$ cat config.mk
export PLATFORM = sky130hd
export DESIGN_NAME = wb_imem_port
export DESIGN_NICKNAME = d
export VERILOG_FILES = /design/src/rtl/imem_pkg.sv /design/src/rtl/wb_imem_port.sv
export VERILOG_INCLUDE_DIRS = /design/src /design/src/rtl
export SDC_FILE = /design/constraint.sdc
export NUM_CORES = 1
export LEC_CHECK = 0
export BUFFER_PORTS_ARGS = -buffer_cell sky130_fd_sc_hd__buf_2
export CAP_MARGIN = 20
export CORE_AREA = 2 2 78 80
export CTS_CLUSTER_DIAMETER = 40
export CTS_CLUSTER_SIZE = 8
export DETAILED_ROUTE_END_ITERATION = 7
export DIE_AREA = 0 0 80 82
export PLACE_DENSITY = 0.59
export SLEW_MARGIN = 20
export SYNTH_ARGS = -nofsm -noshare
export SYNTH_HDL_FRONTEND = slang
export SYNTH_SLANG_ARGS = --single-unit
$ cat constraint.sdc
create_clock -name clk -period 1.56 [get_ports clk]
set_input_delay 0.39 -clock clk [delete_from_list [all_inputs] [get_ports clk]]
set_output_delay 0.39 -clock clk [all_outputs]
set_load 0.02 [all_outputs]
$ cat src/rtl/imem_defs.svh
`ifndef IMEM_DEFS_SVH
`define IMEM_DEFS_SVH

// word address width of the instruction memory.
`define IMEM_ADDR_W 10

// instruction word width.
`define IMEM_DATA_W 32

// number of words held by the memory.
`define IMEM_DEPTH (1 << `IMEM_ADDR_W)

// word address where fetch starts after reset.
`define IMEM_RESET_PC 0

`endif

$ cat src/rtl/imem_pkg.sv
`include "imem_defs.svh"

package imem_pkg;

  typedef logic [`IMEM_ADDR_W-1:0] imem_addr_t;  // word address.
  typedef logic [`IMEM_DATA_W-1:0] imem_word_t;  // one instruction.

  // single-port memory request.
  typedef struct packed {
    logic       en;
    logic       read;
    logic       write;
    imem_addr_t addr;
    imem_word_t wdata;
  } imem_req_t;

  // wishbone classic request from master to slave.
  typedef struct packed {
    logic       cyc;
    logic       stb;
    logic       we;
    imem_addr_t adr;
    imem_word_t dat;
  } wb_req_t;

  // wishbone classic response from slave to master.
  typedef struct packed {
    logic       ack;
    imem_word_t dat;
  } wb_rsp_t;

  // packet handed to decode.
  typedef struct packed {
    imem_addr_t pc;
    imem_word_t instr;
  } fetch_pkt_t;

endpackage

$ cat src/rtl/wb_imem_port.sv
`timescale 1ns/1ns

module wb_imem_port
  import imem_pkg::*;
(
  input  logic       clk,
  input  logic       rst,
  input  wb_req_t    wb_req,
  output wb_rsp_t    wb_rsp,
  input  imem_req_t  fetch_req,
  output logic       fetch_gnt,
  output imem_req_t  mem_req,
  input  imem_word_t rdata
);

  logic bus_acc;    // bus transfer takes the memory port this cycle.
  logic ack_q;
  logic rd_pend_q;  // bus read data is on rdata this cycle.

  // a transfer is taken once; the ack cycle itself is not a new request.
  assign bus_acc = wb_req.cyc && wb_req.stb && !ack_q;

  // fetch only gets the port while the bus is idle and no bus read is returning.
  assign fetch_gnt = !wb_req.cyc && !rd_pend_q;

  always_ff @(posedge clk) begin
    if (rst) begin
      ack_q     <= 1'b0;
      rd_pend_q <= 1'b0;
    end else begin
      ack_q     <= bus_acc;
      rd_pend_q <= bus_acc && !wb_req.we;
    end
  end

  always_comb begin
    mem_req = '0;
    if (bus_acc) begin
      mem_req.en    = 1'b1;
      mem_req.read  = !wb_req.we;
      mem_req.write = wb_req.we;
      mem_req.addr  = wb_req.adr;
      mem_req.wdata = wb_req.dat;
    end else if (fetch_gnt) begin
      mem_req = fetch_req;  // fetch owns the port.
    end
  end

  always_comb begin
    wb_rsp.ack = ack_q;
    wb_rsp.dat = rd_pend_q ? rdata : '0;  // write acks carry no data.
  end

  // ack must land inside the strobe of the transfer it answers.
  property p_ack_in_cycle;
    @(posedge clk) disable iff (rst)
      wb_rsp.ack |-> (wb_req.cyc && wb_req.stb);
  endproperty

  a_ack_in_cycle : assert property (p_ack_in_cycle)
    else $error("wb_imem_port: ack without an open strobe");

endmodule

==> impl_metrics.tcl <==
set metrics [dict create \
    status "complete, but fails checks" \
    violations "negative setup slack" \
    layout_setup_ws_ps -56.0 \
    die_h_um 82 \
    switching_share 0.388 \
    critPathKind "flop to output port" \
    syn_avg_cell_area_um2 8.67 \
    antenna_found_initial 0 \
    path_clk_slew_ps 30 \
    ir_drop_mv 0.231 \
    cts_tree "built" \
    fillerInstances 596 \
    layout_commonest_cell "buf_2" \
    synth_cell_types 13 \
    relSlewSlack 0.862 \
    wirelength_um 4990 \
    grt_pass1_vias 1508 \
    setup_viol 44 \
    clock_path_buffers 2 \
    final_area_um2 2200 \
    p_int_uw 585 \
    clock_latency_ps 210 \
    worst_hold_slack_ps 468 \
    cp-end-kind "output port" \
    wire_per_inst_um 13.4 \
    die_width_um 80 \
    hp-class "input pin to flop" \
    cp_max_fo 27 \
    pwr-share-seq 0.058 \
    nets 422 \
    place_area_um2 1960 \
    crit_arrival_ps 1230 \
    track_usage 0.129 \
    drt.antenna.violating_nets 0 \
    setup.worst_path.start_class "flop" \
    clockPowerShare 0.209 \
    syn_area_um2 885 \
    power_density_nw_per_um2 435 \
    tightest_slew_ps 208 \
    ios 203 \
    drive_gt1_frac 0.760 \
    switching_power_uw 372 \
    grt_pass1_wl_um 6830 \
    antenna_cells 0 \
    routed-via-count 1667 \
    required_ps 1170 \
    period_needed_ps 1620 \
    start_util 0.154 \
    synth_cells 102 \
    maxCapViolations 0 \
    grt_max_degree 48 \
    cts_sinks 2 \
    viasPerCell 4.49 \
    fp.dieArea_um2 6560 \
    row_count 28 \
    coreArea_um2 5750 \
    rsz0062_at_grt "true" \
    synth-seq-cells 2 \
    synthToLayoutAreaGrowth_pct 149 \
    layout_common_cells "buf_2, a32o_1, and2_1, buf_4, buf_6" \
    finalHoldViolCount 0 \
    cts_buffers 3 \
    p_leak_uw 0.00128 \
    hpwl_um 3890 \
    cts_root_buffer "clkbuf_8" \
    seq_area_frac_synth 0.0453 \
    fin_crit_sh 1.04 \
    drc 0 \
    portBuffers 202 \
    cts_hold_buffers 0 \
    maxSlewViolCount 0 \
    h-tree-depth 1 \
    drtIter0Drc 81 \
    overflow 0 \
    gp_congestion 0.827 \
    power_frac_comb 0.733 \
    yosysWarnings 0 \
    skew_ps 0.654 \
    fmax_ghz 0.619 \
    syn-num-nets 226 \
    firstDrtPassIters 4 \
]
## critical path: stages (launching register included)
cell     delay [ps]
dfxtp_2         320
nor2b_4         170
buf_12          190
a32o_1          210
buf_6           120
## stage by stage
stage	total power [uW]	worst slack (ps)	utilization	TNS, ps	cells
2_1_floorplan	392	97.4	-	0	102
3_3_place_gp	658	-28.1	0.341	-665	368
3_5_place_dp	664	-55.5	0.341	-1170	368
4_1_cts	933	-67.6	0.370	-1520	371
5_1_grt	1010	-86.6	0.383	-2810	371
6_report	957	-56.0	0.383	-1190	371
## routing by layer
| layer | GRT usage | routed length [um] | vias up |
|---|---|---|---|
| li1 | - | - | 814 |
| met1 | 0.152 | 1950 | 761 |
| met4 | 0.0339 | 21 | 0 |
| met2 | 0.248 | 2630 | 90 |
| met3 | 0.0132 | 394 | 2 |
| met5 | 0 | 0 | - |
## Yosys cell counts, drive strengths merged
master / count / share of area
buf: 15 / 0.15
and3b: 1 / 0.0099
a32o: 44 / 0.50
and2: 32 / 0.23
a22o: 1 / 0.0099
nor2b: 1 / 0.016
dfxtp: 2 / 0.045
and4bb: 1 / 0.014
clkbuf: 3 / 0.013
nor2: 1 / 0.013
inv: 1 / 0.0042
## final cells by class
class                           count  area, um2  area share
Multi-Input combinational cell     81        707       0.322
Timing Repair Buffer              209       1310       0.596
Sequential cell                     2       42.5      0.0194
Inverter                            1       3.75     0.00171
Clock buffer                        3       41.3      0.0188
Tap cell                           75       93.8      0.0427
## kinds of logic after synthesis
logic type / count (synthesis) / synth area share
AOI/OAI and AO/OA: 45 / 0.508
buffers and inverters: 19 / 0.168
DFF: 2 / 0.0453
and+or+nand+nor: 36 / 0.279
## state kept, by name, summed over array words and instances, names as in the netlist
signal,flops
ack_q,1
rd_pend_q,1
## final timing paths
path                             from     endpoint  slack [ps]  cells after the start
worst max-delay path            ack_q  mem_req[13]         -60                      4
worst min-delay path              rst        ack_q         470                      2
worst max register to register  ack_q    rd_pend_q         650                      3
worst min register to register  ack_q        ack_q         750                      3
## power by group through the flow
| stage | registers (uW) | clock network (uW) | logic [uW] |
|---|---|---|---|
| 6_report | 55.9 | 200 | 701 |
| 5_1_grt | 56.0 | 205 | 747 |
| 4_1_cts | 55.9 | 206 | 671 |
| 3_5_place_dp | 56.2 | 0 | 608 |
| 3_3_place_gp | 56.3 | 0 | 602 |
| 2_1_floorplan | 55.9 | 0 | 336 |
## repair_timing
| item | CTS | global route |
|---|---|---|
| setup endpoints to repair | 47 | 45 |
| endpoints found under the hold margin | 0 | 0 |
| resized for setup | 50 | 25 |
| setup buffers | 0 | 0 |
No activity file was read; power rests on OpenSTA's default activity.
