### src/rtl/imem_defs.svh
`ifndef IMEM_DEFS_SVH
`define IMEM_DEFS_SVH

// word address width of the instruction memory.
`define IMEM_ADDR_W 10

// instruction word width.
`define IMEM_DATA_W 32

// number of words held by the memory.
`define IMEM_DEPTH (1 << `IMEM_ADDR_W)

// word address where fetch starts after reset.
`define IMEM_RESET_PC 0

`endif

### src/rtl/imem_pkg.sv
`include "imem_defs.svh"

package imem_pkg;

  typedef logic [`IMEM_ADDR_W-1:0] imem_addr_t;  // word address.
  typedef logic [`IMEM_DATA_W-1:0] imem_word_t;  // one instruction.

  // single-port memory request.
  typedef struct packed {
    logic       en;
    logic       read;
    logic       write;
    imem_addr_t addr;
    imem_word_t wdata;
  } imem_req_t;

  // wishbone classic request from master to slave.
  typedef struct packed {
    logic       cyc;
    logic       stb;
    logic       we;
    imem_addr_t adr;
    imem_word_t dat;
  } wb_req_t;

  // wishbone classic response from slave to master.
  typedef struct packed {
    logic       ack;
    imem_word_t dat;
  } wb_rsp_t;

  // packet handed to decode.
  typedef struct packed {
    imem_addr_t pc;
    imem_word_t instr;
  } fetch_pkt_t;

endpackage

### src/rtl/fetch_unit.sv
`timescale 1ns/1ns
`include "imem_defs.svh"

module fetch_unit
  import imem_pkg::*;
(
  input  logic       clk,
  input  logic       rst,
  input  logic       run,
  input  logic       redir_valid,
  input  imem_addr_t redir_pc,
  output imem_req_t  fetch_req,
  input  logic       fetch_gnt,
  input  imem_word_t rdata,
  output logic       out_valid,
  output fetch_pkt_t out_pkt,
  input  logic       out_ready
);

  imem_addr_t pc_q;         // next address to read.
  imem_addr_t pkt_pc_q;     // address of the read behind the output packet.
  imem_word_t instr_q;
  logic       out_valid_q;
  logic       fresh_q;      // rdata belongs to the read issued last cycle.
  logic       want;
  logic       issue;
  logic       consume;

  assign consume = out_valid_q && out_ready;

  // only read when the output register will be free next cycle.
  assign want  = run && !redir_valid && (!out_valid_q || out_ready);
  assign issue = want && fetch_gnt;

  always_comb begin
    fetch_req       = '0;
    fetch_req.en    = want;
    fetch_req.read  = want;
    fetch_req.write = 1'b0;
    fetch_req.addr  = pc_q;
  end

  always_ff @(posedge clk) begin
    if (rst) begin
      pc_q        <= imem_addr_t'(`IMEM_RESET_PC);
      out_valid_q <= 1'b0;
      fresh_q     <= 1'b0;
    end else if (redir_valid) begin
      pc_q        <= redir_pc;  // drop whatever is in flight or waiting.
      out_valid_q <= 1'b0;
      fresh_q     <= 1'b0;
    end else begin
      fresh_q <= issue;
      if (issue) begin
        pc_q        <= pc_q + 1'b1;
        out_valid_q <= 1'b1;
      end else if (consume) begin
        out_valid_q <= 1'b0;
      end
    end
  end

  // Capture the word on arrival. A later bus read overwrites rdata while
  // the packet may still be waiting.
  always_ff @(posedge clk) begin
    if (issue) begin
      pkt_pc_q <= pc_q;
    end
    if (fresh_q) begin
      instr_q <= rdata;
    end
  end

  assign out_valid     = out_valid_q;
  assign out_pkt.pc    = pkt_pc_q;
  assign out_pkt.instr = fresh_q ? rdata : instr_q;

  // a stalled packet holds, even across bus reads that reuse the memory.
  property p_hold_stalled;
    @(posedge clk) disable iff (rst)
      (out_valid && !out_ready && !redir_valid) |=> (out_valid && $stable(out_pkt));
  endproperty

  a_hold_stalled : assert property (p_hold_stalled)
    else $error("fetch_unit: stalled packet changed at pc 0x%0h", out_pkt.pc);

endmodule

### config.mk
export PLATFORM = sky130hd
export DESIGN_NAME = fetch_unit
export DESIGN_NICKNAME = d
export VERILOG_FILES = /design/src/rtl/imem_pkg.sv /design/src/rtl/fetch_unit.sv
export VERILOG_INCLUDE_DIRS = /design/src /design/src/rtl
export SDC_FILE = /design/constraint.sdc
export NUM_CORES = 1
export LEC_CHECK = 0
export ABC_CLOCK_PERIOD_IN_PS = 2000
export BUFFER_PORTS_ARGS = -buffer_cell sky130_fd_sc_hd__buf_2
export CORE_MARGIN = 5
export CORE_UTILIZATION = 42
export CTS_BUF_LIST = sky130_fd_sc_hd__clkbuf_16
export CTS_CLUSTER_SIZE = 24
export DETAILED_ROUTE_END_ITERATION = 12
export PLACE_DENSITY_LB_ADDON = 0.15
export RECOVER_POWER = 100
export SYNTH_ARGS = -nofsm -noshare
export SYNTH_HDL_FRONTEND = slang
export SYNTH_SLANG_ARGS = --single-unit
export TNS_END_PERCENT = 20
### constraint.sdc
create_clock -name clk -period 2 [get_ports clk]
set_input_delay 0.5 -clock clk [delete_from_list [all_inputs] [get_ports clk]]
set_output_delay 0.5 -clock clk [all_outputs]
set_load 0.005 [all_outputs]
==> flow_summary.toml <==
[grt]
grt_remaining_overflow = 0
met2_usage_pct = 20.11
gr-usage-all-layers_pct = 12.70
grt_antenna_before_repair = 0
grt_pass1_wl_um = 6624
gr-usage-met1_pct = 15.82
global_route.peak_usage_layer = "met2"
number_of_global_route_vias_before_repair = 1506
grt_max_degree = 33
grt.met3_usage_pct = 4.121

[sta]
tns_ns = 0
finalSetupViolations = 0
final_max_slew_viol_count = 0
clock.fmax_mhz = 539.5
finalCritPeriodShare_pct = 92.68
hold_viol_final = 0
rsz0062_at_grt = "no"
final.min_clock_period_ns = 1.854
fin_worst_skew_ns = 0.005411

[synth]
synthMostInstantiatedCell = "sky130_fd_sc_hd__dfxtp_1"
synth.ff_latch_count = 54
warning_count_from_the_yosys_run = 0
synth_seq_area_share_pct = 53.58
synth_top_cell_by_area = "sky130_fd_sc_hd__dfxtp_1"
syn_area_mm2 = 0.002205
synthFlopType = "sky130_fd_sc_hd__dfxtp_1"
ys_types = 33
synth_area_leaders = "sky130_fd_sc_hd__dfxtp_1 (40%), sky130_fd_sc_hd__mux2_2 (15%), sky130_fd_sc_hd__edfxtp_1 (14%)"
yosys-top-cells-count = "sky130_fd_sc_hd__dfxtp_1 (44), sky130_fd_sc_hd__buf_4 (35), sky130_fd_sc_hd__mux2_2 (29), sky130_fd_sc_hd__nor2_1 (11), sky130_fd_sc_hd__edfxtp_1 (10)"
syn_inst = 186
mean_cell_area_of_the_mapped_netlist_um2 = 11.85
synth_enable_flop_cells = 10
area_fraction_of_the_dominant_cell_type_after_synthesis_pct = 39.95
async_flop_share_pct = 0

[power]
internal-power_uw = 1988
peakVddDrop_v = 0.0003618
cell_leakage_power_uw = 0.001205
combinationalPowerShare_pct = 17.9
clock_power_share_pct = 30.6
p_seq_share_pct = 51.5
power.density_cell_area_mw_per_mm2 = 940.0
power.net_switching_uw = 614.4
power_switching_share_pct = 23.61

[route]
vias = 1593
first_pass_iters = 4
detail_route.iter0.violations = 41
avgViaCountPerCell = 4.413
number_of_nets_with_antenna_violations_after_routing = 0
drc = 0
drt-wirelength-per-cell_um = 12.62
route.final.wire_length_um = 4555

[setup_path]
cp.required_ns = 1.50
crit_fanout = 32
cp-end-kind = "primary output"
r2r_slack_ns = 0.41
worstPathArrival_ns = 1.35
critical_path.startpoint_type = "flip-flop"
timing.setup.critical_path_class = "reg -> out"

[floorplan]
fp.dieArea_mm2 = 0.006798
io_pins = 136
placementRows = 26
start_util_pct = 43.17
fp.coreArea_mm2 = 0.005107
fp.dieW_um = 82.45
die_height_um = 82.45

[clock_network]
numClockSinks = 54
path_clk_slew_ns = 0.06
cts_root_buffer = "sky130_fd_sc_hd__clkbuf_16"
cts_made_buffers = 5
cts_repair_resize_count = 0
tritoncts_clock_tree = "yes"
htree_num_levels = 2
post_cts_buffers = 0
insertion_delay_ns = 0.28
cts_hold_buf = 0
maximum_clock_path_buffer_count = 2

[layout]
postLayoutCellArea_mm2 = 0.002769
final_layout_size_suffix_gt1_share_pct = 37.80
insertedDiodeCount = 0
finish.net_count = 339
area_delta_synth_final_pct = 25.60

[outcome]
run_status = "completed"

[placement]
detailed_place.area_mm2 = 0.002684
globalplace.congestion = 0.7891
io_buffer_count = 102
hpwlAfterDp_um = 3564

[hold_path]
worstHoldPathType = "in -> reg"

[job]
maxCapViolations = 0
[flip-flops by register name, indices dropped and copies added, names as in the netlist]
signal / cells
instr_q: 32
pc_q: 10
pkt_pc_q: 10
fresh_q: 1
out_valid: 1
[cell type report]
| cell class | instances | area, µm² |
|---|---|---|
| Timing Repair Buffer | 107 | 513.0 |
| Inverter | 1 | 3.754 |
| Clock buffer | 5 | 125.1 |
| Multi-Input combinational cell | 121 | 845.8 |
| Tap cell | 70 | 87.58 |
| Sequential cell | 54 | 1181 |
| Clock inverter | 3 | 12.51 |
| Fill cell | 481 | 2338 |
[cell families (layout without fill, tap and decap cells)]
| family | count (synthesis) | after routing | synth area share [%] |
|---|---|---|---|
| adder cells (fa/ha/maj) | 1 | 1 | 0.5674 |
| AO/OA/AOI/OAI | 13 | 13 | 4.427 |
| multiplexers | 33 | 33 | 16.80 |
| buffers and inverters | 43 | 116 | 13.28 |
| other | 1 | 33 | 0.1701 |
| AND/OR/NAND/NOR | 34 | 34 | 8.401 |
| flip-flops | 54 | 54 | 53.58 |
| XOR/XNOR | 7 | 7 | 2.781 |
[metal layers]
metal  part of all wire (%)  vias up
met5                      0        -
met4                    1.1        0
met3                     11        4
met2                     45       85
met1                     43      710
li1                       -      794
[stage by stage]
| step | utilization (%) | hold WS, ns | power, µW | instances | setup WS (ns) |
|---|---|---|---|---|---|
| floorplan | - | 0.4546 | 1655 | 218 | 0.3058 |
| global placement | 52.55 | 0.4382 | 1854 | 353 | 0.2605 |
| detailed placement | 52.55 | 0.4465 | 1866 | 353 | 0.2426 |
| CTS | 55.24 | 0.4405 | 2672 | 361 | 0.1285 |
| global route | 54.21 | 0.4465 | 2752 | 361 | 0.09660 |
| finish | 54.21 | 0.4464 | 2603 | 361 | 0.1464 |
[worst paths after layout]
kind                   startpoint                      to  cells after the start
max            fresh_q$_SDFF_PP0_              out_pkt[3]                      3
min                   redir_valid  out_valid$_SDFFE_PP0P_                      2
max reg2reg  pc_q[2]$_SDFFE_PP0P_    pc_q[9]$_SDFFE_PP0P_                      4
min reg2reg   instr_q[26]$_DFF_P_     instr_q[26]$_DFF_P_                      1
[critical path, cell delays in order (launching register included)]
cell                      delay (ns)
sky130_fd_sc_hd__dfxtp_1        0.35
sky130_fd_sc_hd__buf_12         0.20
sky130_fd_sc_hd__mux2_2         0.36
sky130_fd_sc_hd__buf_2          0.13
[cells in the final DEF (no fill, tap or decap), types with 2 or more instances in the layout]
master and instances:
sky130_fd_sc_hd__a211oi_1 9, sky130_fd_sc_hd__a311oi_1 2, sky130_fd_sc_hd__buf_2 72, sky130_fd_sc_hd__clkbuf_1 32, sky130_fd_sc_hd__clkbuf_16 5, sky130_fd_sc_hd__conb_1 33, sky130_fd_sc_hd__dfxtp_1 44, sky130_fd_sc_hd__edfxtp_1 10
sky130_fd_sc_hd__inv_1 2, sky130_fd_sc_hd__mux2_1 5, sky130_fd_sc_hd__mux2_2 27, sky130_fd_sc_hd__nand2_1 3, sky130_fd_sc_hd__nand3_1 4, sky130_fd_sc_hd__nor2_1 11, sky130_fd_sc_hd__nor3_1 2, sky130_fd_sc_hd__nor4_1 3
sky130_fd_sc_hd__or3_1 2, sky130_fd_sc_hd__xnor2_1 6
[power by group through the flow]
stage          registers, µW  logic [µW]  clock network [µW]
2_1_floorplan           1350         303                   0
3_3_place_gp            1360         492                   0
3_5_place_dp            1370         499                   0
4_1_cts                 1340         501                 829
5_1_grt                 1360         525                 868
6_report                1340         465                 797
Note: power is estimated with default switching activity, not from simulation.
